[src/hw/conv_settings.svh]
/*
 * Sizes and latencies of the convolution datapath
 */
`ifndef CONV_SETTINGS_SVH
`define CONV_SETTINGS_SVH

// Pixel and weight width
`define CONV_PIX_W      8
`define CONV_TAPS       4
`define CONV_IFM_ROWS   8
`define CONV_WGT_ROWS   4
`define CONV_COLS       5
`define CONV_ACC_W      25

// Pipeline depths in cycles
`define CONV_PE_LAT     3
`define CONV_TREE_LAT   2

`endif

[src/hw/conv_pkg.sv]
/*
 * Pixel, word, partial-sum and result types, plus the controller states
 */
`default_nettype none

`include "conv_settings.svh"

package conv_pkg;

    typedef logic signed [`CONV_PIX_W-1:0] pixel_t;

    // Byte r of a word belongs to row r
    typedef pixel_t [`CONV_IFM_ROWS-1:0] ifm_word_t;
    typedef pixel_t [`CONV_WGT_ROWS-1:0] wgt_word_t;

    typedef logic signed [`CONV_ACC_W-1:0] psum_t;

    // Column sums leaving the PE array
    typedef struct packed {
        logic                       valid;
        logic                       last;
        psum_t [`CONV_COLS-1:0]     data;
    } col_psum_t;

    typedef struct packed {
        logic [$clog2(`CONV_COLS)-1:0] col;
        psum_t                         data;
    } result_t;

    typedef enum logic [1:0] {
        IDLE,
        LOAD,
        DRAIN,
        DONE
    } ctrl_state_e;

endpackage

`default_nettype wire

[src/hw/psum_accum.sv]
/*
 * Column accumulator with clear, add, ReLU and a drain request
 */
`timescale 1ns/10ps
`default_nettype none

module psum_accum (
    input  logic            clk,
    input  logic            rst_n,
    input  logic            clr_i,
    input  logic            valid_i,
    input  logic            last_i,
    input  conv_pkg::psum_t psum_i,
    output logic            req_o,
    output conv_pkg::psum_t data_o,
    input  logic            gnt_i
);
    import conv_pkg::*;

    psum_t acc_q;
    psum_t sum;

    assign sum = acc_q + psum_i;

    always_ff @(posedge clk or negedge rst_n) begin
        if (!rst_n) begin
            acc_q <= '0;
            req_o <= 1'b0;
        end else if (clr_i) begin
            acc_q <= '0;
            req_o <= 1'b0;
        end else begin
            if (valid_i)
                acc_q <= sum;
            if (valid_i && last_i)
                req_o <= 1'b1;
            else if (gnt_i)
                req_o <= 1'b0;
        end
    end

    // ReLU on the final group's total
    always_ff @(posedge clk) begin
        if (valid_i && last_i)
            data_o <= (sum < 0) ? '0 : sum;
    end

endmodule

`default_nettype wire

[config.mk]
export PLATFORM = sky130hd
export DESIGN_NAME = psum_accum
export DESIGN_NICKNAME = d
export VERILOG_FILES = /design/src/hw/conv_pkg.sv /design/src/hw/psum_accum.sv
export VERILOG_INCLUDE_DIRS = /design/src /design/src/hw
export SDC_FILE = /design/constraint.sdc
export NUM_CORES = 1
export LEC_CHECK = 0
export BUFFER_PORTS_ARGS = -buffer_cell sky130_fd_sc_hd__buf_2
export CAP_MARGIN = 10
export CORE_ASPECT_RATIO = 1.2
export CORE_UTILIZATION = 25
export CTS_CLUSTER_DIAMETER = 80
export CTS_CLUSTER_SIZE = 24
export DETAILED_ROUTE_END_ITERATION = 16
export GPL_TIMING_DRIVEN = 0
export PLACE_DENSITY = 0.53
export SYNTH_ARGS = -nofsm -noshare
export SYNTH_HDL_FRONTEND = slang
export SYNTH_SLANG_ARGS = --single-unit
[constraint.sdc]
create_clock -name clk -period 3.7 [get_ports clk]
set_clock_uncertainty 0.05 [all_clocks]
set_input_delay 0.555 -clock clk [delete_from_list [all_inputs] [get_ports clk]]
set_output_delay 0.555 -clock clk [all_outputs]
set_load 0.05 [all_outputs]
==> impl_results.md <==
- Setup violators final: 0
- Worst rel slew slack: 0.4183
- Yosys reg bits: 51
- Count of pins over their slew limit: 0
- Routed wl met3: 417 µm
- Setup TNS: 0 ns
- Clock network fraction of design power: 0.220
- Clk buf depth: 2
- Highest routed layer: met4
- Final Instance Area: 4203 µm²
- Comb power frac: 0.434
- CP Max Fanout: 6
- Io pins: 57
- Syn_nets: 430
- Int Pwr: 1279 µW
- PD cells: 505.6 nW/µm²
- Sequential share of power: 0.346
- Input/output buffers: 56
- Hold Path Class: in2async
- XOR/XNOR Fraction of Synth Area: 0.05090
- R2R depth: 10
- Clk_lat worst skew: 0.29 ns
- Leak Pwr: ~0.0019 µW
- Initial drt markers: between 100 and 150
- Worst-path cell chain: ha_1, inv_1, fa_1, nor2b_1, o31ai_1, a21oi_2, a41oi_1, o311ai_1, xnor2_1, nor2_1
- CTS tree: built
- Fin crit period: 3.110 ns
- Worst Max-Slew Pin Slew: 0.8726 ns
- Part of the cycle the worst path needs: 0.8406
- Synth Area in Simple Gates: 0.2022
- RSZ-0062 raised after global routing: no
- RD Place Congestion: ~0.86
- Antenna violations before repair: 0
- Fin Hold WS: around 0.24 ns
- Largest net degree at the start of global routing: 27
- Fraction of power spent switching nets: 0.3979
- Final nets: 494
- Worst setup path class: reg2reg
- CP max stage delay: 0.57 ns
- Clock-pin slew on the worst setup and hold paths: 0.07 ns
- Initial Util: 0.2561
- Largest family of logic cells by synthesized area: simple AND/OR/NAND/NOR gates
- Root Driver: clkbuf_16
- Routed wire length: 10060 µm
- Number of inserted diodes: 0
- Final Power: roughly 2100 µW
- Global-route usage over all layers: 0.1416
- R2R setup slack: 0.59 ns
- Compound-gate portion of the synthesized area: 0.1803
- Adder-cell share of the synthesized area: 0.09049
- H-Tree Depth: 2
- Fmax: 321.5 MHz
- Yosys warning count: 0
- Sink Count: 51
- Share of cells above drive strength 1: 0.1982
- Die extent in x: 110.6 µm
- Run status: finished clean
- Synth Flop Type: dfrtp_1
- Psw: 845.5 µW
- Arrival time worst endpoint: 3.11 ns
- Vias per Instance: 4.875
- GR Overflow Total: 0
- Startpoint types: flop
- Yosys cell types: 62
- First-pass GRT wire length: ~16000 µm
- Post-CTS sizing: 0
- DRC violations left: 0
- Met2 wire length: approximately 5000 µm
- Syn Inst Count: 374
- HPWL after detailed placement: 7827 µm
- Hold Violations, Final: 0
- Area of the mapped netlist: roughly 3500 µm²
- Die ar.: 14640 µm²
- Core Box Area: between 10000 and 15000 µm²
- Metal-1 WL: 4478 µm
- Worst-case vdd ir drop: 0.2454 mV
- Routed vias: 2974
- Avg Cell Area, Syn: 9.464 µm²
- Post-synth EDFFs: 25
- CP endpoint kind: flop
- Vias in the first global route: 3061
- Sequential area share after synthesis: 0.3959
- WP data required: 3.70 ns
- Num CTS Buffers: 5
- Row cnt: 47
- Post-CTS Setup Bufs: 0
- Post-CTS Hold Buffers: 0
- Most frequent cells in the layout: 62 x buf_2, 47 x nor2_1, 29 x nand2_1, 26 x dfrtp_1
- CP max stage cell: o311ai_1
- Area after DPL: between 4000 and 5000 µm²
- Final Util: 0.3041
- Maxcap violations: 0
- TritonRoute pass-1 iters: 4
- Commonest non-fill, non-tap cell in the layout: buf_2
- Layout area overhead: 18.73%
- Multiplexer area fraction after synthesis: 0.03464
- Die H: 132.3 µm
- WL/cell: 16.49 µm
- Async set or reset register ratio after synthesis: 0.5098
- DRT antenna net count: 0
## power groups by stage
stage	Sequential [µW]	Combinational (µW)	Clock [µW]
2_1_floorplan	864	570	0
3_3_place_gp	745	909	0
3_5_place_dp	748	923	0
4_1_cts	736	927	484
5_1_grt	743	1020	504
6_report	735	922	468
## worst paths after layout
check                                 startpoint                        to
setup / recovery            acc_q[0]$_DFFE_PN0P_  data_o[20]$_SDFFCE_PP0P_
hold / removal                             rst_n      acc_q[2]$_DFFE_PN0P_
setup reg to reg            acc_q[0]$_DFFE_PN0P_  data_o[20]$_SDFFCE_PP0P_
hold reg to reg            acc_q[20]$_DFFE_PN0P_     acc_q[20]$_DFFE_PN0P_
max in group asynchronous                  rst_n     acc_q[12]$_DFFE_PN0P_
min in group clk           acc_q[20]$_DFFE_PN0P_     acc_q[20]$_DFFE_PN0P_
## flip-flops by register name, summed over array words and instances, names as in the netlist
register and cells:
acc_q 25, req_o 1, data_o 25
## cell families after synthesis
family	count (synthesis)
xor+xnor	19
fa+ha+maj	25
simple gates	138
flops	51
buf+inv	34
compound gates	94
mux	12
other cells	1
## final cells by class
type                            count  area, µm²
Fill cell                        1438       9617
Clock inverter                      2      12.51
Timing Repair Buffer               57      307.8
Tap cell                          171      214.0
Multi-Input combinational cell    289       1981
Sequential cell                    51       1401
Inverter                           15      56.30
Clock buffer                        6      128.9
Buffer                             19      101.3
## worst max-delay path: cells and delay by family, from the launching register on
family                     cells  cell delay [ns]
AOI/OAI and AO/OA              4             1.36
adders and majority gates      2             0.61
DFF                            1             0.35
and+or+nand+nor                2             0.23
xor gates and xnor gates       1             0.21
buffers and inverters          1             0.07
## synth_stat cells, types with 3 or more instances
library cell / count / area share
o31ai_1: 3 / 0.0064
a21o_1: 9 / 0.019
a211o_1: 5 / 0.012
inv_1: 15 / 0.016
or2_2: 3 / 0.0053
o211ai_1: 3 / 0.0064
nor2_1: 47 / 0.050
a211oi_1: 9 / 0.019
nand4_1: 4 / 0.0071
nor3_1: 7 / 0.0099
nor2b_1: 12 / 0.021
o21ai_0: 13 / 0.018
and4b_1: 4 / 0.011
and2b_1: 3 / 0.0064
clkbuf_1: 9 / 0.0095
a21oi_1: 25 / 0.035
ha_1: 24 / 0.085
nand2_1: 29 / 0.031
mux2i_1: 10 / 0.028
edfxtp_1: 25 / 0.21
nor4b_1: 4 / 0.0099
nand3_1: 5 / 0.0071
buf_6: 3 / 0.0095
xnor2_1: 9 / 0.022
dfrtp_1: 26 / 0.18
xor2_1: 9 / 0.022
a22o_1: 3 / 0.0074
o21a_1: 5 / 0.011
buf_2: 6 / 0.0085
## metrics by stage
stage                     worst slack, ns  cells
after floorplan                    0.9191    374
after global placement             0.3570    601
after detailed placement           0.3297    602
after CTS                          0.6073    610
after global routing               0.4389    610
final                              0.5898    610
## per-layer routing
metal	global-route usage	vias up
li1	-	1486
met1	0.1708	1410
met2	0.2533	70
met3	0.02253	8
met4	0.04963	0
met5	0	-
Note: power is estimated with default switching activity, not from simulation.
