`src/hw/conv_settings.svh`:
```
/*
 * Sizes and latencies of the convolution datapath
 */
`ifndef CONV_SETTINGS_SVH
`define CONV_SETTINGS_SVH

// Pixel and weight width
`define CONV_PIX_W      8
`define CONV_TAPS       4
`define CONV_IFM_ROWS   8
`define CONV_WGT_ROWS   4
`define CONV_COLS       5
`define CONV_ACC_W      25

// Pipeline depths in cycles
`define CONV_PE_LAT     3
`define CONV_TREE_LAT   2

`endif

```
`src/hw/conv_pkg.sv`:
```
/*
 * Pixel, word, partial-sum and result types, plus the controller states
 */
`default_nettype none

`include "conv_settings.svh"

package conv_pkg;

    typedef logic signed [`CONV_PIX_W-1:0] pixel_t;

    // Byte r of a word belongs to row r
    typedef pixel_t [`CONV_IFM_ROWS-1:0] ifm_word_t;
    typedef pixel_t [`CONV_WGT_ROWS-1:0] wgt_word_t;

    typedef logic signed [`CONV_ACC_W-1:0] psum_t;

    // Column sums leaving the PE array
    typedef struct packed {
        logic                       valid;
        logic                       last;
        psum_t [`CONV_COLS-1:0]     data;
    } col_psum_t;

    typedef struct packed {
        logic [$clog2(`CONV_COLS)-1:0] col;
        psum_t                         data;
    } result_t;

    typedef enum logic [1:0] {
        IDLE,
        LOAD,
        DRAIN,
        DONE
    } ctrl_state_e;

endpackage

`default_nettype wire

```
`src/hw/result_arbiter.sv`:
```
/*
 * Round-robin arbiter putting the column results on one valid/ready port
 */
`timescale 1ns/10ps
`default_nettype none

`include "conv_settings.svh"

module result_arbiter (
    input  logic                                 clk,
    input  logic                                 rst_n,
    input  logic [`CONV_COLS-1:0]                req_i,
    input  conv_pkg::psum_t [`CONV_COLS-1:0]     data_i,
    output logic [`CONV_COLS-1:0]                gnt_o,
    output conv_pkg::result_t                    out_o,
    output logic                                 out_valid_o,
    input  logic                                 out_ready_i,
    output logic                                 xfer_o
);
    import conv_pkg::*;

    localparam int IDX_W = $clog2(`CONV_COLS);

    logic [IDX_W-1:0] ptr_q;
    logic [IDX_W-1:0] win;
    logic             load;

    // Output register is free when empty or draining this cycle
    assign load   = (|req_i) && (!out_valid_o || out_ready_i);
    assign xfer_o = out_valid_o && out_ready_i;

    // First requester at or after the pointer
    always_comb begin : pick
        int   idx;
        logic found;
        win   = ptr_q;
        found = 1'b0;
        for (int i = 0; i < `CONV_COLS; i++) begin
            idx = (int'(ptr_q) + i) % `CONV_COLS;
            if (!found && req_i[idx]) begin
                win   = IDX_W'(idx);
                found = 1'b1;
            end
        end
    end

    always_comb begin
        gnt_o = '0;
        if (load)
            gnt_o[win] = 1'b1;
    end

    always_ff @(posedge clk or negedge rst_n) begin
        if (!rst_n) begin
            out_valid_o <= 1'b0;
            ptr_q       <= '0;
        end else if (load) begin
            out_valid_o <= 1'b1;
            ptr_q       <= (win == IDX_W'(`CONV_COLS - 1)) ? '0 : win + 1'b1;
        end else if (out_ready_i) begin
            out_valid_o <= 1'b0;
        end
    end

    always_ff @(posedge clk) begin
        if (load) begin
            out_o.col  <= win;
            out_o.data <= data_i[win];
        end
    end

    // At most one grant, and only to a column that is requesting
    a_gnt_onehot: assert property (@(posedge clk) disable iff (!rst_n)
        $onehot0(gnt_o) && ((gnt_o & ~req_i) == '0));

    a_out_hold: assert property (@(posedge clk) disable iff (!rst_n)
        out_valid_o && !out_ready_i |=> out_valid_o && $stable(out_o));

endmodule

`default_nettype wire

```
`config.mk`:
```
export PLATFORM = sky130hd
export DESIGN_NAME = result_arbiter
export DESIGN_NICKNAME = d
export VERILOG_FILES = /design/src/hw/conv_pkg.sv /design/src/hw/result_arbiter.sv
export VERILOG_INCLUDE_DIRS = /design/src /design/src/hw
export SDC_FILE = /design/constraint.sdc
export NUM_CORES = 1
export LEC_CHECK = 0
export BUFFER_PORTS_ARGS = -buffer_cell sky130_fd_sc_hd__buf_2
export CAP_MARGIN = 20
export CORE_MARGIN = 5
export CORE_UTILIZATION = 45
export DETAILED_ROUTE_END_ITERATION = 10
export HOLD_SLACK_MARGIN = 0.08
export PLACE_DENSITY = 0.85
export REMOVE_ABC_BUFFERS = 1
export SKIP_CTS_REPAIR_TIMING = 1
export SYNTH_ARGS = -nofsm -noshare
export SYNTH_HDL_FRONTEND = slang
export SYNTH_SLANG_ARGS = --single-unit
export TNS_END_PERCENT = 5
```
`constraint.sdc`:
```
create_clock -name clk -period 5.5 [get_ports clk]
set_clock_uncertainty 0.2 [all_clocks]
set_input_delay 0.55 -clock clk [delete_from_list [all_inputs] [get_ports clk]]
set_output_delay 0.55 -clock clk [all_outputs]
set_load 0.01 [all_outputs]
```
==> results.py <==
metrics = {
    "clock_tree": {
        "cts_buffers": 5,
        "insertion_delay_ps": 280,
        "root_buffer": "clkbuf_8",
        "clock_sinks": 32,
        "ctsLongestPathBuffers": 2,
        "cts_tree": "built",
        "htreeDepth": 2,
        "clk_pin_slew_ps": 80,
    },
    "routing": {
        "drtIter0Drc": 304,
        "routedWlPerCell_um": 20.0,
        "ant_nets": 0,
        "routed_wl_mm": 14.2,
        "drc": 0,
        "vias": 4344,
        "via_per_inst": 6.12,
        "firstDrtPassIters": 5,
    },
    "yosys": {
        "synth-seq-area-share_pct": 24.1,
        "synth_top_cell_by_area": "edfxtp_1",
        "syn-mean-instance-area_sq_um": 9.11,
        "synth_area_sq_um": 3900,
        "synthFlopType": "edfxtp_1",
        "synthArstFlopShare_pct": 12.5,
        "synth_edf_count": 28,
        "synth.distinct_cells": 81,
        "yosysTopAreaCellShare_pct": 21.6,
        "synth.area.top_cells": "edfxtp_1 22%, mux2i_1 15%, ha_1 7.4%",
        "syn_inst": 428,
        "yosysWarnings": 0,
        "synth_seq_cells": 32,
    },
    "global_route": {
        "grt_pass1_vias": 3985,
        "grt_usage_pct": 23.6,
        "grt_antenna_before_repair": 2,
        "grt_pass1_wl_mm": 19.7,
        "grt_max_degree": 37,
        "grt.overflow.total": 0,
    },
    "critical_path": {
        "endpoint_kind": "output pin",
        "cp-start-kind": "register",
        "critPathCapture": "gnt_o[1]",
        "crit_start": "ptr_q[1]",
        "cp.arrival_ps": 4640,
        "crit_type": "register to output pin",
        "reg2reg_from": "ptr_q[1]",
        "reg2reg_setup_slack_ps": 290,
        "cp_data_required_time_ps": 4750,
        "cp_max_fo": 12,
        "timing.rr.end": "ptr_q[0]",
        "rr_worst_depth": 23,
    },
    "floorplanning": {
        "fp.dieH_um": 103,
        "ios": 168,
        "std_cell_rows": 34,
        "core_sq_um": 8590,
        "die-area_sq_um": 10600,
        "initial_utilization_pct": 45.4,
        "die_w_um": 103,
    },
    "hold_path": {
        "whs_path_depth": 2,
        "hold_path.class": "register to register",
    },
    "sta": {
        "slew_violations": 0,
        "finalSetupViolations": 0,
        "hold_violations": 0,
        "hold_ws_ps": 353,
        "fin_setup_tns_ps": 0,
        "worst_slew_pin_slew_ps": 748,
        "finalCritPeriodShare_pct": 98.1,
        "max_slew_margin_pct": 49.8,
        "max_freq_mhz": 185,
        "period_needed_ps": 5390,
        "fin_ws_ps": 107,
    },
    "layout": {
        "design_area_sq_um": 5150,
        "area_growth_pct": 32.1,
        "drive_above_1_share_pct": 42.8,
        "nNetsFinal": 755,
        "n_fill_cell": 727,
    },
    "run": {
        "cap_violations": 0,
    },
    "placed_design": {
        "numPortBuffers": 167,
        "gp_congestion": 0.971,
        "pre_cts_slack_ps": 118,
        "place_area_sq_um": 4800,
        "hpwl_mm": 10.9,
    },
    "run_status": {
        "status": "complete, no violations",
    },
}
[metrics by stage]
| stage | cells | util [%] |
|---|---|---|
| CTS | 696 | 57.2 |
| global route | 710 | 59.9 |
| detailed placement | 688 | 55.9 |
| floorplan | 396 | - |
| global placement | 688 | 55.9 |
| finish | 710 | 59.9 |
[per-layer routing]
| layer | GRT usage [%] | wire (um) |
|---|---|---|
| met2 | 41.9 | 7180 |
| met1 | 26.8 | 5180 |
| met5 | 0 | 0 |
| met3 | 4.40 | 1280 |
| met4 | 12.3 | 572 |
[synthesized netlist by cell type (8+ instances only)]
cell and n:
o21ai_0 12, buf_2 13, nand4_1 26, clkbuf_1 8, nand2_1 26, o221ai_1 25
nor2_1 19, nand2b_1 9, ha_1 23, a21oi_1 15, mux2i_1 59, nor3_1 11
inv_1 16, edfxtp_1 28
[layout by cell type, fill, tap and decap left out, drive strengths merged, types with 4 or more instances in the layout]
cell | Yosys | final
buf | 23 | 195
mux2i | 60 | 60
edfxtp | 28 | 28
nand2 | 27 | 27
nand4 | 26 | 26
o221ai | 25 | 25
ha | 23 | 23
nor2 | 19 | 19
inv | 19 | 19
a21oi | 17 | 17
o21ai | 17 | 17
nor3 | 12 | 12
nand2b | 9 | 9
o22ai | 6 | 6
and2 | 6 | 6
xnor2 | 6 | 6
o211ai | 5 | 5
o21a | 5 | 5
nor2b | 5 | 5
clkbuf | 9 | 5
a211oi | 5 | 5
or2 | 4 | 4
nor4 | 4 | 4
a2111oi | 4 | 4
o31ai | 4 | 4
a221oi | 4 | 4
dfrtp | 4 | 4
[logic make-up after synthesis]
kind of cell    synth area share (%)
fa+ha+maj                       7.38
flops                           24.1
compound gates                  25.0
xor+xnor                        1.77
buf+inv                         7.35
mux                             17.0
simple gates                    17.4
[layout make-up]
cell class / instances / area, sq um / area share, %
clock inverter: 3 / 42.5 / 0.826
tap: 108 / 135 / 2.62
antenna: 2 / 5.00 / 0.0972
timing repair buffer: 196 / 1070 / 20.8
multi-input combinational: 344 / 2800 / 54.4
clock buffer: 5 / 68.8 / 1.34
sequential: 32 / 943 / 18.3
inverter: 20 / 82.6 / 1.60
[worst min path at each step]
stage	from	to	slack, ps
floorplan	rst_n	out_valid_o	50
global placement	rst_n	out_valid_o	160
detailed placement	rst_n	out_valid_o	160
CTS	rst_n	out_valid_o	-150
global route	out_ready_i	out_valid_o	380
finish	out_valid_o	out_valid_o	350
[worst max-delay path: stages (launching register included)]
cell and delay [ps]:
dfrtp_2 470, inv_2 80, ha_1 170, inv_1 60, ha_1 290, inv_1 110
ha_1 230, nor3_2 70, or3_1 360, nand2_2 160, ha_4 170, nand2b_1 80
a22o_2 280, a211oi_2 270, o22ai_2 220, a2111oi_2 390, nand2_1 190, o31ai_4 120
clkinv_4 180, nor4_2 270, buf_2 170
[registers in the layout (all words and copies together), names as in the netlist]
register	count
out_o	28
ptr_q	3
out_valid_o	1
Power is not shown: default switching activity piles up to over one toggle a cycle in this logic, so the estimate is an artifact.
