**config.mk**
```make
export PLATFORM = sky130hd
export DESIGN_NAME = tap_buffer
export DESIGN_NICKNAME = d
export VERILOG_FILES = /design/src/hw/conv_pkg.sv /design/src/hw/tap_buffer.sv
export VERILOG_INCLUDE_DIRS = /design/src /design/src/hw
export SDC_FILE = /design/constraint.sdc
export NUM_CORES = 1
export LEC_CHECK = 0
export BUFFER_PORTS_ARGS = -buffer_cell sky130_fd_sc_hd__buf_2
export CORE_MARGIN = 4
export CORE_UTILIZATION = 40
export CTS_CLUSTER_DIAMETER = 150
export DETAILED_ROUTE_END_ITERATION = 7
export PLACE_DENSITY = 0.66
export SLEW_MARGIN = 20
export SYNTH_ARGS = -nofsm -noshare
export SYNTH_HDL_FRONTEND = slang
export SYNTH_SLANG_ARGS = --single-unit
```
**constraint.sdc**
```tcl
create_clock -name clk -period 1.3 [get_ports clk]
set_input_delay 0.195 -clock clk [delete_from_list [all_inputs] [get_ports clk]]
set_output_delay 0.195 -clock clk [all_outputs]
set_load 0.02 [all_outputs]
```
**src/hw/conv_settings.svh**
```systemverilog
/*
 * Sizes and latencies of the convolution datapath
 */
`ifndef CONV_SETTINGS_SVH
`define CONV_SETTINGS_SVH

// Pixel and weight width
`define CONV_PIX_W      8
`define CONV_TAPS       4
`define CONV_IFM_ROWS   8
`define CONV_WGT_ROWS   4
`define CONV_COLS       5
`define CONV_ACC_W      25

// Pipeline depths in cycles
`define CONV_PE_LAT     3
`define CONV_TREE_LAT   2

`endif

```
**src/hw/conv_pkg.sv**
```systemverilog
/*
 * Pixel, word, partial-sum and result types, plus the controller states
 */
`default_nettype none

`include "conv_settings.svh"

package conv_pkg;

    typedef logic signed [`CONV_PIX_W-1:0] pixel_t;

    // Byte r of a word belongs to row r
    typedef pixel_t [`CONV_IFM_ROWS-1:0] ifm_word_t;
    typedef pixel_t [`CONV_WGT_ROWS-1:0] wgt_word_t;

    typedef logic signed [`CONV_ACC_W-1:0] psum_t;

    // Column sums leaving the PE array
    typedef struct packed {
        logic                       valid;
        logic                       last;
        psum_t [`CONV_COLS-1:0]     data;
    } col_psum_t;

    typedef struct packed {
        logic [$clog2(`CONV_COLS)-1:0] col;
        psum_t                         data;
    } result_t;

    typedef enum logic [1:0] {
        IDLE,
        LOAD,
        DRAIN,
        DONE
    } ctrl_state_e;

endpackage

`default_nettype wire

```
**src/hw/tap_buffer.sv**
```systemverilog
/*
 * Per-row tap shift registers, one new word per read strobe
 */
`timescale 1ns/10ps
`default_nettype none

`include "conv_settings.svh"

module tap_buffer #(
    parameter int ROWS = `CONV_IFM_ROWS
) (
    input  logic                                           clk,
    input  logic                                           rst_n,
    input  logic                                           read_i,
    input  conv_pkg::pixel_t [ROWS-1:0]                    word_i,
    output conv_pkg::pixel_t [ROWS-1:0][`CONV_TAPS-1:0]    taps_o
);

    // Tap 0 holds the newest word of each row
    always_ff @(posedge clk or negedge rst_n) begin
        if (!rst_n) begin
            taps_o <= '0;
        end else if (read_i) begin
            for (int r = 0; r < ROWS; r++) begin
                taps_o[r] <= {taps_o[r][`CONV_TAPS-2:0], word_i[r]};
            end
        end
    end

endmodule

`default_nettype wire

```
==> key figures, run 1 <==
Timing
  – Slew headroom: 74.0%
  – Maximum clock rate: 764 MHz
  – Post-route setup slack: -0.00907 ns
  – Setup violators final: 2
  – Min cycle time layout: 1.31 ns
  – Setup Total Neg Slack: -0.0126 ns
  – Slew of the pin with the lowest slew margin: 0.390 ns
  – Final hold vios: 0
  – Clock skew: 0.00898 ns
  – Fin Hold WS: 0.188 ns
  – Fin crit share: 101%
  – Unrepaired setup endpoints after global routing: yes
  – Max Slew Vio Count: 0

GRT
  – First-pass GRT wire length: 37400 um
  – Largest net degree at the start of global routing: 46
  – Total grt overflow: 0
  – Total GRT Usage: 17.4%
  – Initial antenna violation count: 1
  – Vias in the first global route: 6947

Final layout
  – Largest regs: taps_o x256
  – P&R area growth vs syn: 61.6%
  – Fin area: 15500 um^2
  – Final core utilization: 65.8%
  – Fillers: 1586
  – Share of cells above drive strength 1: 70.4%
  – Max reg flops: 256
  – Nets: 1165
  – Biggest register: taps_o

Worst setup path
  – Startpoint Class: flip-flop
  – Worst setup path start: taps_o[178]
  – R2r setup slk: 0.20 ns
  – Cell Chain, Critical Path: buf_6
  – Slowest CP cell: dfrtp_1
  – Worst reg2reg path endpoint: taps_o[178]
  – Sum of buffers and inverters on the critical path: 1
  – CP top delay family: flip-flops
  – Worst r2r src: taps_o[178]
  – Worst path depth: 1
  – Crit path required time: 1.11 ns
  – Max incr delay on CP: 0.44 ns
  – CP Max Fanout: 2
  – Crit path kind: flip-flop to output port
  – Crit end category: output port
  – Worst Reg-to-Reg Cells: 3
  – CP arrival: 1.11 ns

Route
  – Vias: 6770
  – DRC Markers: 0
  – Routed WL per cell: 18.8 um
  – Drt pass-1 iters: 4
  – Initial DRC count: 253
  – Final ANT Viol Nets: 0
  – Via/cell ratio: 4.72
  – Routed WL: 27000 um

Placed design
  – Post-DP HPWL: 15200 um
  – Dpl ws: 0.149 ns
  – DP Area: 11600 um^2
  – IO buf count: 322
  – RD Place Congestion: 0.748

CTS
  – Longest Clk Path Bufs: 3
  – H-tree levels: 1
  – Worst skew pair latency: 0.52 ns
  – Clock sink count: 256
  – CTS clk-pin slew, worst paths: 0.06 ns
  – Root Buffer: clkbuf_16
  – Inserted Clock Buffers: 27
  – CTS tree: done

Floorplanning
  – Initial Util: 40.8%
  – Core Area: 23500 um^2
  – Io pins: 323
  – Die X: 163 um
  – Die area: 26500 um^2
  – DIE HEIGHT: 163 um
  – # rows: 56

Synthesis
  – Dominant cell type by area after synthesis: dfrtp_1
  – Yosys reg bits: 256
  – Number of distinct library cells after synthesis: 5
  – Post-synthesis cell count: 540
  – Synth area leaders: dfrtp_1, mux2_2, buf_6, buf_4, buf_2
  – Post-Syn Area: 9590 um^2
  – Ys Warns: 0
  – Post-synthesis area per instance: 17.8 um^2
  – Syn_nets: 607
  – Area share of the leading cell type in the synthesized netlist: 66.8%
  – Part of the Yosys area used for sequential elements: 66.8%

Run status
  – Violated checks: negative setup slack
  – Outcome: complete, but fails checks

Power
  – Sequential power share: 40.5%
  – Static leakage: 7.29 nW
  – Cell internal pwr: 18.1 mW
  – Pwr dens: 1670 nW/um^2
  – Combinational power share: 30.9%
  – Psw: 7.75 mW
  – Net Sw Frac: 30.0%
  – Share of power burned in the clock network: 28.6%
  – VDD IR max: 1.29 mV

Run
  – Max_cap viols: 0

Hold path
  – Worst hold-check path type: input pin to async pin
[placed cells by master, fill, tap and decap left out]
master	netlist	layout
buf_4	1	188
inv_6	0	1
clkinvlp_4	0	1
dfrtp_1	256	256
buf_8	0	2
dlygate4sd3_1	0	65
buf_12	0	12
buf_2	1	102
clkbuf_8	0	7
bufinv_16	0	1
diode_2	0	1
clkbuf_16	0	27
clkbuf_1	0	9
buf_6	26	188
mux2_2	256	256
[final cells by class]
type                    count  area, um^2  share of cell area (%)
well taps                 319         399                    2.57
clock buffers              43         806                    5.20
diodes                      1        2.50                  0.0161
repair buffers            557        4960                    32.0
multi-input cells         256        2880                    18.6
flip-flops and latches    256        6410                    41.3
clock inverters             3        46.3                   0.299
[cell usage after synthesis]
| cell | n |
|---|---|
| dfrtp_1 | 256 |
| buf_2 | 1 |
| buf_4 | 1 |
| buf_6 | 26 |
| mux2_2 | 256 |
[power by group through the flow]
stage | Combinational, mW | Sequential, mW | Clock [mW]
detailed placement | 5.41 | 10.4 | 0
global placement | 5.35 | 10.4 | 0
finish | 8.00 | 10.5 | 7.40
floorplan | 1.51 | 12.0 | 0
global route | 8.41 | 10.6 | 7.90
CTS | 6.74 | 10.3 | 7.58
[per-layer routing]
metal  wire length [um]  track usage (%)  up-vias  share of wire [%]
li1                   -                -     3039                  -
met1              10200             20.7     3431                 38
met2              13900             30.7      250                 51
met3               2090             4.86       50                7.7
met4                787             5.07        0                2.9
met5                  0                0        -                  0
[through the flow]
step | total power, mW | instances
after floorplan | 13.5 | 540
after global placement | 15.7 | 1175
after detailed placement | 15.8 | 1175
after CTS | 24.6 | 1376
after global routing | 27.0 | 1435
final | 25.9 | 1435
[kinds of logic (layout without fill, tap and decap cells)]
| family | Yosys count | after routing | share of synthesized area [%] |
|---|---|---|---|
| buffers and inverters | 28 | 603 | 3.18 |
| other | 0 | 1 | 0 |
| flip-flops | 256 | 256 | 66.8 |
| multiplexers | 256 | 256 | 30.0 |
[worst max-delay path by stage]
stage	slack [ns]	to
global route	-0.04	taps_o[203]
floorplan	0.36	taps_o[0]
global placement	0.16	taps_o[34]
finish	-0.009	taps_o[178]
detailed placement	0.15	taps_o[83]
CTS	-0.03	taps_o[178]
[timing repair]
item	in CTS	in global routing
setup endpoints to repair	130	205
setup buffers	90	58
hold buffers	65	0
hold endpoints to repair	320	0
resized for setup	162	251
(Power assumes the default switching activity.)
==> run 2, diff against run 1 <==
- CELL_PAD_IN_SITES_DETAIL_PLACEMENT: unset -> 1
- CELL_PAD_IN_SITES_GLOBAL_PLACEMENT: unset -> 1
- PLACE_DENSITY: 0.66 -> unset
- PLACE_DENSITY_LB_ADDON: unset -> 0.1
==> run 2 against run 1 <==
The flow still finishes with violations (negative setup slack). Final cell count fell by 1.5%. Global-route usage rose by 1.8 points. First-iteration DRC count fell by 21%. Sequential share of layout area rose by 1.7 points. Total power fell by 1.8%. Core utilization fell by 2.5 points. Clock skew rose by 0.0026 ns.
==> key figures, run 2 (same netlist as run 1, synthesis figures left out) <==
Power
  – VDD IR max: 1.01 mV
  – Combinational power share: 29.6%
  – Sequential power share: 41.1%
  – Cell internal pwr: 17.6 mW
  – Static leakage: 7.03 nW
  – Share of power burned in the clock network: 29.4%
  – Psw: 7.85 mW
  – Pwr dens: 1700 nW/um^2
  – Net Sw Frac: 30.9%

CTS
  – CTS clk-pin slew, worst paths: 0.06 ns
  – Longest Clk Path Bufs: 3
  – Clock sink count: 256
  – Inserted Clock Buffers: 27
  – Worst skew pair latency: 0.52 ns
  – Root Buffer: clkbuf_16
  – CTS tree: done
  – H-tree levels: 1

Worst setup path
  – CP Max Fanout: 3
  – Crit path kind: flip-flop to output port
  – Crit end category: output port
  – Slowest CP cell: dfrtp_1
  – Cell Chain, Critical Path: buf_2
  – CP top delay family: flip-flops
  – CP arrival: 1.11 ns
  – Max incr delay on CP: 0.39 ns
  – Sum of buffers and inverters on the critical path: 1
  – Startpoint Class: flip-flop
  – Crit path required time: 1.11 ns

GRT
  – Largest net degree at the start of global routing: 46
  – Total grt overflow: 0
  – Vias in the first global route: 7365
  – Initial antenna violation count: 1
  – Total GRT Usage: 19.2%
  – First-pass GRT wire length: 40800 um

Timing
  – Fin crit share: 101%
  – Min cycle time layout: 1.31 ns
  – Unrepaired setup endpoints after global routing: yes
  – Setup Total Neg Slack: -0.00907 ns
  – Maximum clock rate: 764 MHz
  – Clock skew: 0.0116 ns
  – Slew headroom: 76.3%
  – Max Slew Vio Count: 0
  – Fin Hold WS: 0.0891 ns
  – Slew of the pin with the lowest slew margin: 0.355 ns
  – Post-route setup slack: -0.00907 ns
  – Final hold vios: 0
  – Setup violators final: 1

Placed design
  – Post-DP HPWL: 17100 um
  – Dpl ws: 0.0884 ns
  – IO buf count: 322
  – RD Place Congestion: 0.763

Final layout
  – Share of cells above drive strength 1: 69.8%
  – Max reg flops: 256
  – P&R area growth vs syn: 55.3%
  – Commonest non-fill, non-tap cells in the layout: mux2_2, dfrtp_1, buf_4
  – Biggest register: taps_o
  – Nets: 1141
  – Largest regs: taps_o x256

Route
  – Vias: 6676
  – Via/cell ratio: 4.72
  – Routed WL per cell: 20.7 um
  – Drt pass-1 iters: 4
  – Routed WL: 29300 um
  – Final ANT Viol Nets: 0
  – Initial DRC count: 200
  – DRC Markers: 0

Floorplanning
  – Initial Util: 40.8%
  – DIE HEIGHT: 163 um
  – Die X: 163 um
  – # rows: 56
  – Core Area: 23500 um^2
  – Io pins: 323
  – Die area: 26500 um^2

Hold path
  – Worst hold-check path type: input pin to flip-flop

Run status
  – Outcome: complete, but fails checks
  – Violated checks: negative setup slack

Run
  – Max_cap viols: 0
## run 2: changes by cell type in the layout (fill, tap and decap cells not counted), sizes merged
cell      delta
buf         -24
clkbuf       -1
clkinv       +3
clkinvlp     +1
inv          -1
## run 2: routing by layer
layer / track usage [%] / up-vias / wire length [um]
met2: 34.4 / 237 / 15600
li1: - / 2980 / -
met5: 0 / - / 0
met1: 22.1 / 3396 / 10500
met4: 6.79 / 0 / 1120
met3: 5.11 / 63 / 2000
## run 2: per-stage QoR
stage | cells | utilization, % | area (um^2) | power [mW]
after floorplan | 540 | - | 9590 | 13.5
after global placement | 1170 | 49.2 | 11600 | 15.7
after detailed placement | 1170 | 49.2 | 11600 | 15.9
after CTS | 1359 | 59.3 | 14000 | 24.4
after global routing | 1413 | 63.3 | 14900 | 26.5
final | 1413 | 63.3 | 14900 | 25.4
## run 2: power groups by stage
| stage | clock network [mW] | logic [mW] | registers [mW] |
|---|---|---|---|
| final | 7.46 | 7.52 | 10.4 |
| after global routing | 7.99 | 7.93 | 10.6 |
| after CTS | 7.59 | 6.56 | 10.3 |
| after detailed placement | 0 | 5.49 | 10.5 |
| after global placement | 0 | 5.36 | 10.3 |
| after floorplan | 0 | 1.51 | 12.0 |
## run 2: area by class of cell
class | instances | area [um^2]
Clock buffer | 42 | 792
Clock inverter | 6 | 60.1
Fill cell | 2254 | 8640
Timing Repair Buffer | 533 | 4360
Multi-Input combinational cell | 256 | 2880
Sequential cell | 256 | 6410
Tap cell | 319 | 399
Antenna cell | 1 | 2.50
## run 2: worst paths after layout
check                       startpoint          end  slack [ns]  cells past startpoint
max                        taps_o[170]  taps_o[170]      -0.009                      1
max in group asynchronous        rst_n   taps_o[81]        0.55                      3
min in group asynchronous        rst_n  taps_o[189]        0.17                      2
min                             read_i  taps_o[175]        0.09                      2
min reg2reg                 taps_o[58]   taps_o[58]        0.50                      1
max reg2reg                taps_o[197]  taps_o[197]        0.24                      3
## run 2: timing repair
item                                    4_1_cts  5_1_grt
hold buffers                                 65        0
pin swaps                                     0        0
buffers inserted                             76       53
gates resized for setup                     111      185
endpoints found under the setup margin      103      152
endpoints found under the hold margin       320        0
