<file path="config.mk">
export PLATFORM = sky130hd
export DESIGN_NAME = conv_ctrl
export DESIGN_NICKNAME = d
export VERILOG_FILES = /design/src/hw/conv_pkg.sv /design/src/hw/conv_ctrl.sv
export VERILOG_INCLUDE_DIRS = /design/src /design/src/hw
export SDC_FILE = /design/constraint.sdc
export NUM_CORES = 1
export LEC_CHECK = 0
export BUFFER_PORTS_ARGS = -buffer_cell sky130_fd_sc_hd__buf_2
export CAP_MARGIN = 20
export CORE_UTILIZATION = 47
export DETAILED_ROUTE_END_ITERATION = 8
export PLACE_DENSITY = 0.71
export SLEW_MARGIN = 5
export SYNTH_ARGS = -nofsm -noshare
export SYNTH_HDL_FRONTEND = slang
export SYNTH_SLANG_ARGS = --single-unit
</file>
<file path="constraint.sdc">
create_clock -name clk -period 1.47 [get_ports clk]
set_input_delay 0.2205 -clock clk [delete_from_list [all_inputs] [get_ports clk]]
set_output_delay 0.2205 -clock clk [all_outputs]
set_load 0.01 [all_outputs]
</file>
<file path="src/hw/conv_settings.svh">
/*
 * Sizes and latencies of the convolution datapath
 */
`ifndef CONV_SETTINGS_SVH
`define CONV_SETTINGS_SVH

// Pixel and weight width
`define CONV_PIX_W      8
`define CONV_TAPS       4
`define CONV_IFM_ROWS   8
`define CONV_WGT_ROWS   4
`define CONV_COLS       5
`define CONV_ACC_W      25

// Pipeline depths in cycles
`define CONV_PE_LAT     3
`define CONV_TREE_LAT   2

`endif

</file>
<file path="src/hw/conv_pkg.sv">
/*
 * Pixel, word, partial-sum and result types, plus the controller states
 */
`default_nettype none

`include "conv_settings.svh"

package conv_pkg;

    typedef logic signed [`CONV_PIX_W-1:0] pixel_t;

    // Byte r of a word belongs to row r
    typedef pixel_t [`CONV_IFM_ROWS-1:0] ifm_word_t;
    typedef pixel_t [`CONV_WGT_ROWS-1:0] wgt_word_t;

    typedef logic signed [`CONV_ACC_W-1:0] psum_t;

    // Column sums leaving the PE array
    typedef struct packed {
        logic                       valid;
        logic                       last;
        psum_t [`CONV_COLS-1:0]     data;
    } col_psum_t;

    typedef struct packed {
        logic [$clog2(`CONV_COLS)-1:0] col;
        psum_t                         data;
    } result_t;

    typedef enum logic [1:0] {
        IDLE,
        LOAD,
        DRAIN,
        DONE
    } ctrl_state_e;

endpackage

`default_nettype wire

</file>
<file path="src/hw/conv_ctrl.sv">
/*
 * Job controller: load strobes, group counting, result drain and done pulse
 */
`timescale 1ns/10ps
`default_nettype none

`include "conv_settings.svh"

module conv_ctrl (
    input  logic       clk,
    input  logic       rst_n,
    input  logic       start_i,
    input  logic [1:0] cfg_ci_i,
    input  logic       xfer_i,
    output logic       read_o,
    output logic       calc_o,
    output logic       last_o,
    output logic       clr_o,
    output logic       done_o
);
    import conv_pkg::*;

    ctrl_state_e state_q;
    ctrl_state_e state_d;
    logic [1:0]  ci_q;
    logic [1:0]  tap_q;
    logic [1:0]  grp_q;
    logic [2:0]  xfer_cnt_q;
    logic        group_end;
    logic        job_end;
    logic        drain_end;

    assign read_o = (state_q == LOAD);
    assign clr_o  = (state_q == IDLE) && start_i;
    assign done_o = (state_q == DONE);

    // Fourth word of a group is being taken this cycle
    assign group_end = read_o && (tap_q == 2'(`CONV_TAPS - 1));
    assign job_end   = group_end && (grp_q == ci_q);
    assign drain_end = xfer_i && (xfer_cnt_q == 3'(`CONV_COLS - 1));

    always_comb begin
        state_d = state_q;
        case (state_q)
            IDLE:    if (start_i) state_d = LOAD;
            LOAD:    if (job_end) state_d = DRAIN;
            DRAIN:   if (drain_end) state_d = DONE;
            DONE:    state_d = IDLE;
            default: state_d = IDLE;
        endcase
    end

    always_ff @(posedge clk or negedge rst_n) begin
        if (!rst_n) begin
            state_q    <= IDLE;
            ci_q       <= '0;
            tap_q      <= '0;
            grp_q      <= '0;
            xfer_cnt_q <= '0;
            calc_o     <= 1'b0;
            last_o     <= 1'b0;
        end else begin
            state_q <= state_d;
            // Taps are complete in the cycle after the fourth load
            calc_o  <= group_end;
            last_o  <= job_end;
            if (clr_o) begin
                ci_q       <= cfg_ci_i;
                tap_q      <= '0;
                grp_q      <= '0;
                xfer_cnt_q <= '0;
            end
            if (read_o) begin
                tap_q <= tap_q + 2'd1;
                if (group_end)
                    grp_q <= grp_q + 2'd1;
            end
            if (state_q == DRAIN && xfer_i)
                xfer_cnt_q <= xfer_cnt_q + 3'd1;
        end
    end

    a_read_in_load: assert property (@(posedge clk) disable iff (!rst_n)
        read_o |-> (state_q == LOAD) && (grp_q <= ci_q));

endmodule

`default_nettype wire

</file>
==> results of run 1 <==
[placed cells by master (no fill, tap or decap), types with 4 or more instances in the layout]
| cell | instances |
|---|---|
| sky130_fd_sc_hd__buf_2 | 8 |
| sky130_fd_sc_hd__dfrtp_1 | 13 |
| sky130_fd_sc_hd__buf_4 | 7 |
| sky130_fd_sc_hd__ha_1 | 4 |
| sky130_fd_sc_hd__nand2_1 | 7 |
| sky130_fd_sc_hd__inv_1 | 5 |
| sky130_fd_sc_hd__o21ai_0 | 4 |
| sky130_fd_sc_hd__nand3_1 | 6 |
[metal layers]
metal  vias up  share of wire (%)  global-route usage [%]
met5         -                  0                       0
met4         0                1.0                    5.17
met3         2                5.4                    8.67
met2        10                 46                    27.1
met1       222                 48                    22.6
li1        253                  -                       -
[final timing paths]
path                         endpoint  cells past startpoint   startpoint
min reg2reg                  tap_q[0]                      1     tap_q[0]
max                        state_q[1]                      4   state_q[0]
max in group asynchronous    grp_q[0]                      2        rst_n
max reg2reg                state_q[1]                      4   state_q[0]
min                           ci_q[1]                      2  cfg_ci_i[1]
min in group asynchronous  state_q[1]                      2        rst_n
[timing repair]
item,in CTS,in global routing
setup buffers,2,1
endpoints found under the hold margin,13,0
pin swaps,1,0
resized for setup,5,6
hold buffers,1,0
endpoints found under the setup margin,2,4
[worst max-delay path: stages (launching register included)]
cell	delay (ps)
sky130_fd_sc_hd__dfrtp_1	410
sky130_fd_sc_hd__buf_6	130
sky130_fd_sc_hd__ha_2	180
sky130_fd_sc_hd__a221o_1	350
sky130_fd_sc_hd__mux2_4	300
[area by class of cell]
type	count	area (um2)
inverter	8	30.0
timing repair buffer	19	136
tap	15	18.8
fill	106	443
multi-input combinational	40	322
clock buffer	4	26.3
sequential	13	325
[sequential cells by signal, summed over array words and instances, names as in the netlist]
| name | cells |
|---|---|
| calc_o | 1 |
| xfer_cnt_q | 3 |
| ci_q | 2 |
| grp_q | 2 |
| last_o | 1 |
| tap_q | 2 |
| state_q | 2 |
[cells by family after synthesis]
family          synth area share, %
fa+ha+maj                      13.4
simple gates                   11.3
xor+xnor                       4.03
mux                            10.4
buf+inv                        4.61
compound gates                 6.33
flops                          49.9
[power by group]
part	internal, mW	switching [mW]	total (mW)	leakage [nW]
logic	0.525	0.393	0.919	0.271
registers	0.502	0.125	0.627	0.167
clock network	0.105	0.114	0.219	0.0150
[per-stage QoR]
| stage | cell area (um2) | setup slack (ps) | hold slack (ps) | TNS [ps] | std cells |
|---|---|---|---|---|---|
| 5_1_grt | 858 | -75.3 | 163 | -208 | 99 |
| 6_report | 858 | -0.279 | 177 | -0.279 | 99 |
| 2_1_floorplan | 654 | 18.6 | -75.1 | 0 | 61 |
| 4_1_cts | 827 | -1.51 | 167 | -1.51 | 98 |
| 3_5_place_dp | 761 | -4.61 | 126 | -4.61 | 91 |
| 3_3_place_gp | 761 | 44.0 | 126 | 0 | 91 |
==> impl_results.md, run 1 <==
* Violations in the final reports: setup timing
* Tightest Pin Transition at slightly below 300 ps
* Maximum clock insertion buffer count at 2
* Number of synthesized register bits at 13
* Worst reg-to-reg setup slack at -0.3 ps
* Syn. warnings at 0
* Pin count of the biggest net entering global routing at 14
* Shortest period the worst path allows at 1470 ps
* Top cell types by occurrence after synthesis: sky130_fd_sc_hd__dfrtp_1, sky130_fd_sc_hd__inv_1, sky130_fd_sc_hd__nand2_1, sky130_fd_sc_hd__ha_1, sky130_fd_sc_hd__nand3_1
* Root buf cell: sky130_fd_sc_hd__clkbuf_4
* Final worst clock skew at about 7.7 ps
* Number of placement rows at 13
* Overflow left after global routing at 0
* Vert. Die Dim at 39.2 um
* Fraction of synthesis flops using an asynchronous set or reset pin at 100%
* CTS buffer count at 3
* Number of hold violations in the final report at 0
* Worst endpoint required time at about 1600 ps
* Count of unique library cells instantiated by Yosys at 15
* Remaining antenna violation count at 0
* Mapped Cells at 61
* Final setup violating endpoints at 1
* Wire per inst at 11.9 um
* Result of the run: complete, but fails checks
* Arrival time of the worst setup path at approximately 1600 ps
* First-pass GRT wire length at roughly 1700 um
* Largest area contributor in the netlist: sky130_fd_sc_hd__dfrtp_1
* Sequential-to-total area share from yosys stat at around half
* Growth of design area from synthesis to finish at 31.7%
* Leakage power at roughly 0.45 nW
* Most numerous cell in the Yosys netlist: sky130_fd_sc_hd__dfrtp_1
* Share of the clock period used by the worst path after layout at 100%
* I/O pin count at 11
* Total Routed Length at 1180 um
* Syn Area/Cell at 10.7 um2
* X dimension of the die at between 30 and 40 um
* Vias at between 400 and 500
* Number of synthesized flops with an enable pin at 0
* H-tree depth at 1
* RSZ-0062 raised after global routing: true
* Max-cap violation count at 0
* Port-buffer cells at 10
* Kind of end point of the critical path: flop
* Placed wire-length estimate after detailed placement at 843 um
* Post-layout power at between 1.5 and 2 mW
* Tightest Hold Check Type: in2reg
* Antenna cell count at 0
* Worst slew margin relative to its limit at roughly 80%
* Floorplan Core Area at between 1000 and 1500 um2
* Final core utilization at between 60% and 70%
* Peak supply drop at between 0.9 and 1 mV
* Die area at 1540 um2
* Max Slew Vio Count at 0
* First-iteration detailed-routing DRC count at 1
* Post-Synthesis Net Count at 74
* Worst-path maximum fanout at 2
* Critical Path Source Type: flop
* Initial antenna violation count at 0
* Mapped cell area at about 650 um2
* Dominant register cell in the synthesized netlist: sky130_fd_sc_hd__dfrtp_1
* Clock sink count at 13
* Total number of nets in the final design at 98
* Kind of critical path: reg2reg
* CTS tree: done
* Proportion of netlist area held by the largest area contributor at approximately half
* Total iterations of the first detailed-routing run at 4
* Pwr Density at around 2100 nW/um2
* Share of post-route cells with drive strength above 1 at approximately two fifths
* Routability congestion estimate at 0.708
* Clock slew at the register clock pins of the worst setup and hold paths at roughly 80 ps
* Mean number of vias per cell at 4.92
* Max Freq at about 700 MHz
* All-layer global routing usage at between 10% and 20%
* Clock latency reported for the late side of the worst-skew pair at 280 ps
* Starting density of the core at 50.1%
* Residual DRC count at 0
* Crit path setup slack, layout at -0.279 ps
* Cell types occupying the most area after synthesis: sky130_fd_sc_hd__dfrtp_1, sky130_fd_sc_hd__ha_1, sky130_fd_sc_hd__mux2i_1
* Via count of the first global-routing pass at 411
No activity file was read; power rests on OpenSTA's default activity.
==> inputs of run 2 (changes only) <==
Settings changed: CORE_MARGIN set to 1.5.
==> impl_results.md, run 2 (synthesis results as in run 1) <==
* Leakage power at 0.469 nW (was 0.453 nW)
* I/O pin count at 11 (unchanged)
* Wire per inst at 13.4 um (was 11.9 um)
* Antenna cell count at 0 (unchanged)
* Overflow left after global routing at 0 (unchanged)
* Root buf cell: sky130_fd_sc_hd__clkbuf_4 (unchanged)
* Pin count of the biggest net entering global routing at 14 (unchanged)
* Number of hold violations in the final report at 0 (unchanged)
* Clock latency reported for the late side of the worst-skew pair at 270 ps (was 280 ps)
* Worst path max stage delay at 430 ps (was 410 ps)
* Worst Reg2Reg Path Length in Cells at 4 (unchanged)
* Tightest Pin Transition at 287 ps (was 293 ps)
* Total Routed Length at 1350 um (was 1180 um)
* Max Freq at 683 MHz (was 680 MHz)
* Worst slew margin relative to its limit at 80.8% (was 80.4%)
* Max-cap violation count at 0 (unchanged)
* Worst-path maximum fanout at 3 (was 2)
* Share of the clock period used by the worst path after layout at 99.6% (was 100%)
* Mean number of vias per cell at 5.13 (was 4.92)
* Shortest period the worst path allows at 1460 ps (was 1470 ps)
* Placed wire-length estimate after detailed placement at 861 um (was 843 um)
* Routability congestion estimate at 0.681 (was 0.708)
* Setup slack after placement at -16.1 ps (was -4.61 ps)
* CTS buffer count at 3 (unchanged)
* H-tree depth at 1 (unchanged)
* Pwr Density at 2060 nW/um2 (about the same)
* Number of placement rows at 13 (unchanged)
* Share of post-route cells with drive strength above 1 at 44.2% (was 39.3%)
* Arrival time of the worst setup path at 1630 ps (was 1640 ps)
* Worst reg-to-reg setup slack at 5 ps (was -0.3 ps)
* Remaining antenna violation count at 0 (unchanged)
* Cell total after placement at 93 (was 91)
* Crit path setup slack, layout at 5.23 ps (was -0.279 ps)
* Via count of the first global-routing pass at 475 (was 411)
* Final cell count without fillers at 101 (was 99)
* Start point of the worst hold path: cfg_ci_i[0] (was cfg_ci_i[1])
* Critical-path top delay cell: sky130_fd_sc_hd__dfrtp_2 (was sky130_fd_sc_hd__dfrtp_1)
* Kind of end point of the critical path: flop (unchanged)
* Worst Setup SP: state_q[1] (was state_q[0])
* Final worst clock skew at 2.13 ps (was 7.70 ps)
* Most common cell after layout, fill and taps aside: sky130_fd_sc_hd__dfrtp_1 (unchanged)
* Clock slew at the register clock pins of the worst setup and hold paths at 90 ps (was 80 ps)
* Max Slew Vio Count at 0 (unchanged)
* Total iterations of the first detailed-routing run at 2 (was 4)
* Worst endpoint required time at 1630 ps (was 1640 ps)
* Initial antenna violation count at 0 (unchanged)
* X dimension of the die at 40.2 um (was 39.2 um)
* RSZ-0062 raised after global routing: true (unchanged)
* RR Endpoint: state_q[1] (unchanged)
* Worst hold path endpoint: ci_q[0] (was ci_q[1])
* Growth of design area from synthesis to finish at 37.4% (was 31.7%)
* All-layer global routing usage at 18.4% (was 18.0%)
* Port-buffer cells at 10 (unchanged)
* Worst hold path depth at 2 (unchanged)
* Vias at 518 (was 487)
* Highest-count cells in the layout ignoring fill and taps: sky130_fd_sc_hd__dfrtp_1, sky130_fd_sc_hd__buf_4, sky130_fd_sc_hd__buf_2, sky130_fd_sc_hd__nand2_1, sky130_fd_sc_hd__nand3_1 (was sky130_fd_sc_hd__dfrtp_1, sky130_fd_sc_hd__buf_2, sky130_fd_sc_hd__nand2_1, sky130_fd_sc_hd__buf_4, sky130_fd_sc_hd__nand3_1)
* Startpoint of the most critical register-to-register path: state_q[1] (was state_q[0])
* Die area at 1620 um2 (was 1540 um2)
* Number of fill cells at 107 (was 106)
* CTS tree: done (unchanged)
* Register with the most flip-flops: xfer_cnt_q (unchanged)
* Floorplan Core Area at 1300 um2 (unchanged)
* Vert. Die Dim at 40.2 um (was 39.2 um)
* Critical-path cell list: inv_2, ha_2, a221o_1, mux2_4 (was buf_6, ha_2, a221o_1, mux2_4)
* Final setup violating endpoints at 0 (was 1)
* First-iteration detailed-routing DRC count at 8 (was 1)
* Critical Path Source Type: flop (unchanged)
* Number of flip-flops under the largest register name at 3 (unchanged)
* Starting density of the core at 50.1% (unchanged)
* First-pass GRT wire length at 1920 um (was 1730 um)
* Total number of nets in the final design at 100 (was 98)
* Maximum clock insertion buffer count at 2 (unchanged)
* Tightest Hold Check Type: in2reg (unchanged)
* Residual DRC count at 0 (unchanged)
* Kind of critical path: reg2reg (unchanged)
* Clock sink count at 13 (unchanged)
* Result of the run: finished clean (was complete, but fails checks)
* Peak supply drop at 0.967 mV (was 0.991 mV)
run 2: cell types whose count changed in the layout (fill, tap and decap cells not counted), sizes merged:
cell	delta
clkbuf	-1
clkinv	+1
buf	+2
run 2: repair_timing:
item | 4_1_cts | 5_1_grt
setup endpoints to repair | 2 | 3
hold buffers | 1 | 0
resized for setup | 5 | 10
hold endpoints to repair | 13 | 0
gates cloned | 0 | 0
buffers inserted | 2 | 1
pin swaps | 0 | 3
run 2: cell type report:
cell class	count	area [um2]	share of cell area [%]
multi-input combinational	40	342	38.1
sequential	13	327	36.5
timing repair buffer	21	151	16.9
inverter	8	30.0	3.35
clock buffer	3	22.5	2.51
tap	15	18.8	2.09
clock inverter	1	5.00	0.559
run 2: worst max-delay path by stage:
stage	end	slack (ps)	cells after the start
3_3_place_gp	state_q[1]	30	6
2_1_floorplan	state_q[1]	20	6
4_1_cts	state_q[1]	-2	4
5_1_grt	grp_q[1]	-60	7
3_5_place_dp	state_q[1]	-20	6
6_report	state_q[1]	5	4
run 2: where the power goes:
group	switching (mW)	internal [mW]	total, mW	leakage (nW)
registers	0.132	0.504	0.637	0.166
logic	0.430	0.555	0.984	0.286
clock network	0.123	0.101	0.224	0.0177
run 2: per-layer routing:
| layer | global-route usage [%] | up-vias | wire length (um) |
|---|---|---|---|
| met3 | 5.56 | 4 | 42 |
| met2 | 28.6 | 11 | 683 |
| li1 | - | 253 | - |
| met1 | 23.3 | 250 | 593 |
| met5 | 0 | - | 0 |
| met4 | 8.33 | 0 | 32 |
run 2: critical path: cells and delay by family (launching register included):
family	cells	cell delay (ps)
AO/OA/AOI/OAI	1	360
adder cells (fa/ha/maj)	1	180
buffers and inverters	1	70
flip-flops	1	430
multiplexers	1	300
run 2: through the flow:
| step | hold WS, ps | instance area, um2 | utilization, % | setup TNS, ps | power [mW] |
|---|---|---|---|---|---|
| global route | 160 | 896 | 68.8 | -120 | 1.99 |
| finish | 175 | 896 | 68.8 | 0 | 1.84 |
| detailed placement | 123 | 776 | 59.6 | -16.1 | 1.40 |
| global placement | 121 | 776 | 59.6 | 0 | 1.36 |
| CTS | 171 | 838 | 64.4 | -2.40 | 1.69 |
| floorplan | -75.1 | 654 | - | 0 | 1.12 |
==> inputs of run 3 (changes only) <==
Settings changed: MAX_ROUTING_LAYER set to met4, RECOVER_POWER set to 50.
==> impl_results.md, run 3 (synthesis results as in run 1) <==
* X dimension of the die at 40.2 um (unchanged)
* Initial antenna violation count at 0 (unchanged)
* Worst-path maximum fanout at 3 (unchanged)
* Number of placement rows at 13 (unchanged)
* Residual DRC count at 0 (unchanged)
* All-layer global routing usage at 18.9% (was 18.4%)
* Peak supply drop at 0.967 mV (about the same)
* Worst Setup SP: state_q[1] (unchanged)
* Mean number of vias per cell at 5.13 (unchanged)
* Sequential power share at 34.5% (about the same)
* Post-layout power at 1.84 mW (about the same)
* Share of post-route cells with drive strength above 1 at 41.9% (was 44.2%)
* Fin Hold WS at 175 ps (about the same)
* Highest-count cells in the layout ignoring fill and taps: sky130_fd_sc_hd__dfrtp_1, sky130_fd_sc_hd__buf_4, sky130_fd_sc_hd__nand2_1, sky130_fd_sc_hd__nand3_1, sky130_fd_sc_hd__buf_2 (was sky130_fd_sc_hd__dfrtp_1, sky130_fd_sc_hd__buf_4, sky130_fd_sc_hd__buf_2, sky130_fd_sc_hd__nand2_1, sky130_fd_sc_hd__nand3_1)
* Number of hold violations in the final report at 0 (unchanged)
* Comb pwr share at 53.3% (about the same)
* Overflow left after global routing at 0 (unchanged)
* RSZ-0062 raised after global routing: true (unchanged)
* Share of the clock period used by the worst path after layout at 99.6% (unchanged)
* Max Freq at 683 MHz (unchanged)
* Wire per inst at 13.4 um (about the same)
* Max-cap violation count at 0 (unchanged)
* First-iteration detailed-routing DRC count at 8 (unchanged)
* Remaining antenna violation count at 0 (unchanged)
* Pwr Density at 2060 nW/um2 (about the same)
* Cell total after placement at 93 (unchanged)
* CTS tree: done (unchanged)
* Placed wire-length estimate after detailed placement at 861 um (unchanged)
* Net switching power of the design at 685 uW (about the same)
* Worst Reg2Reg Path Length in Cells at 4 (unchanged)
* Final worst clock skew at 2.14 ps (was 2.13 ps)
* Arrival time of the worst setup path at 1630 ps (about the same)
* Setup crit end: state_q[1] (unchanged)
* Result of the run: finished clean (unchanged)
* First-pass GRT wire length at 1920 um (unchanged)
* Shortest period the worst path allows at 1460 ps (unchanged)
* Switching power as a share of total power at 37.2% (was 37.1%)
* Worst slew margin relative to its limit at 54.1% (was 80.8%)
* I/O pin count at 11 (unchanged)
* Clock latency reported for the late side of the worst-skew pair at 270 ps (about the same)
* Total number of nets in the final design at 100 (unchanged)
* Final cell count without fillers at 101 (unchanged)
* Critical Path Source Type: flop (unchanged)
* Port-buffer cells at 10 (unchanged)
* Die area at 1620 um2 (unchanged)
* Clock network power share at 12.1% (about the same)
* Clock sink count at 13 (unchanged)
* Maximum clock insertion buffer count at 2 (unchanged)
* Antenna cell count at 0 (unchanged)
* Number of flip-flops under the largest register name at 3 (unchanged)
* Tightest Hold Check Type: in2reg (unchanged)
* Register with the most flip-flops: xfer_cnt_q (unchanged)
* RR Endpoint: state_q[1] (unchanged)
* Tightest Pin Transition at 688 ps (was 287 ps)
* Worst reg-to-reg setup slack at 5 ps (about the same)
* Floorplan Core Area at 1300 um2 (unchanged)
* Vias at 518 (unchanged)
* Startpoint of the most critical register-to-register path: state_q[1] (unchanged)
* Worst endpoint required time at 1630 ps (about the same)
* Root buf cell: sky130_fd_sc_hd__clkbuf_4 (unchanged)
* Cell Int Power at 1.16 mW (about the same)
* Leakage power at 0.462 nW (was 0.469 nW)
* Total Routed Length at 1350 um (about the same)
* Total iterations of the first detailed-routing run at 2 (unchanged)
* Kind of critical path: reg2reg (unchanged)
* H-tree depth at 1 (unchanged)
* Growth of design area from synthesis to finish at 37.0% (was 37.4%)
* Kind of end point of the critical path: flop (unchanged)
* Max Slew Vio Count at 0 (unchanged)
* Most common cell after layout, fill and taps aside: sky130_fd_sc_hd__dfrtp_1 (unchanged)
* CTS buffer count at 3 (unchanged)
* Final setup violating endpoints at 0 (unchanged)
* Routability congestion estimate at 0.688 (was 0.681)
* Via count of the first global-routing pass at 475 (unchanged)
* Clock slew at the register clock pins of the worst setup and hold paths at 90 ps (about the same)
* Pin count of the biggest net entering global routing at 14 (unchanged)
* Starting density of the core at 50.1% (unchanged)
* Vert. Die Dim at 40.2 um (unchanged)
-- run 3: changes by cell type in the layout (fill, tap and decap cells not counted), sizes merged --
cell    before  now
buf         20   18
clkbuf       3    5
-- run 3: worst min-delay path by stage --
| stage | from | end | slack (ps) | cells past startpoint |
|---|---|---|---|---|
| after floorplan | rst_n | calc_o | -80 | 0 |
| after global placement | rst_n | ci_q[0] | 120 | 1 |
| after detailed placement | rst_n | xfer_cnt_q[0] | 120 | 1 |
| after CTS | cfg_ci_i[0] | ci_q[0] | 170 | 2 |
| after global routing | cfg_ci_i[0] | ci_q[0] | 160 | 2 |
| final | cfg_ci_i[0] | ci_q[0] | 180 | 2 |
-- run 3: what timing repair did --
action,in CTS,in global routing
setup endpoints to repair,2,3
gates resized for setup,5,10
buffers inserted,2,1
endpoints found under the hold margin,13,0
hold buffers,1,0
pin swaps,0,3
-- run 3: cell type report --
class / instances / area, um2
Tap cell: 15 / 18.8
Multi-Input combinational cell: 40 / 342
Inverter: 8 / 30.0
Fill cell: 109 / 408
Sequential cell: 13 / 327
Clock buffer: 3 / 22.5
Timing Repair Buffer: 21 / 149
Clock inverter: 1 / 5.00
-- run 3: metal layers --
metal,global-route usage (%),share of wire [%],vias to the layer above
met5,-,0,-
met4,8.33,2.4,0
met3,5.56,3.2,4
met2,28.6,50,11
met1,23.3,44,250
li1,-,-,253
-- run 3: metrics by stage --
stage	cell area (um2)	util (%)	setup WS (ps)	TNS [ps]
global placement	776	59.6	28.4	0
CTS	838	64.4	-2.40	-2.40
detailed placement	776	59.6	-16.1	-16.1
global route	893	68.7	-56.1	-120
floorplan	654	-	18.6	0
finish	893	68.7	5.23	0
-- run 3: worst max-delay path, cell delays in order, from the launching register on --
cell and delay [ps]:
sky130_fd_sc_hd__dfrtp_2 430, sky130_fd_sc_hd__inv_2 70, sky130_fd_sc_hd__ha_2 180, sky130_fd_sc_hd__a221o_1 360
sky130_fd_sc_hd__mux2_4 300
-- run 3: power groups by stage --
stage               logic [mW]  registers (mW)  clock network (mW)
floorplan                0.518           0.602                   0
global placement         0.759           0.606                   0
detailed placement       0.790           0.614                   0
CTS                      0.850           0.616               0.228
global route              1.08           0.653               0.260
finish                   0.983           0.637               0.224
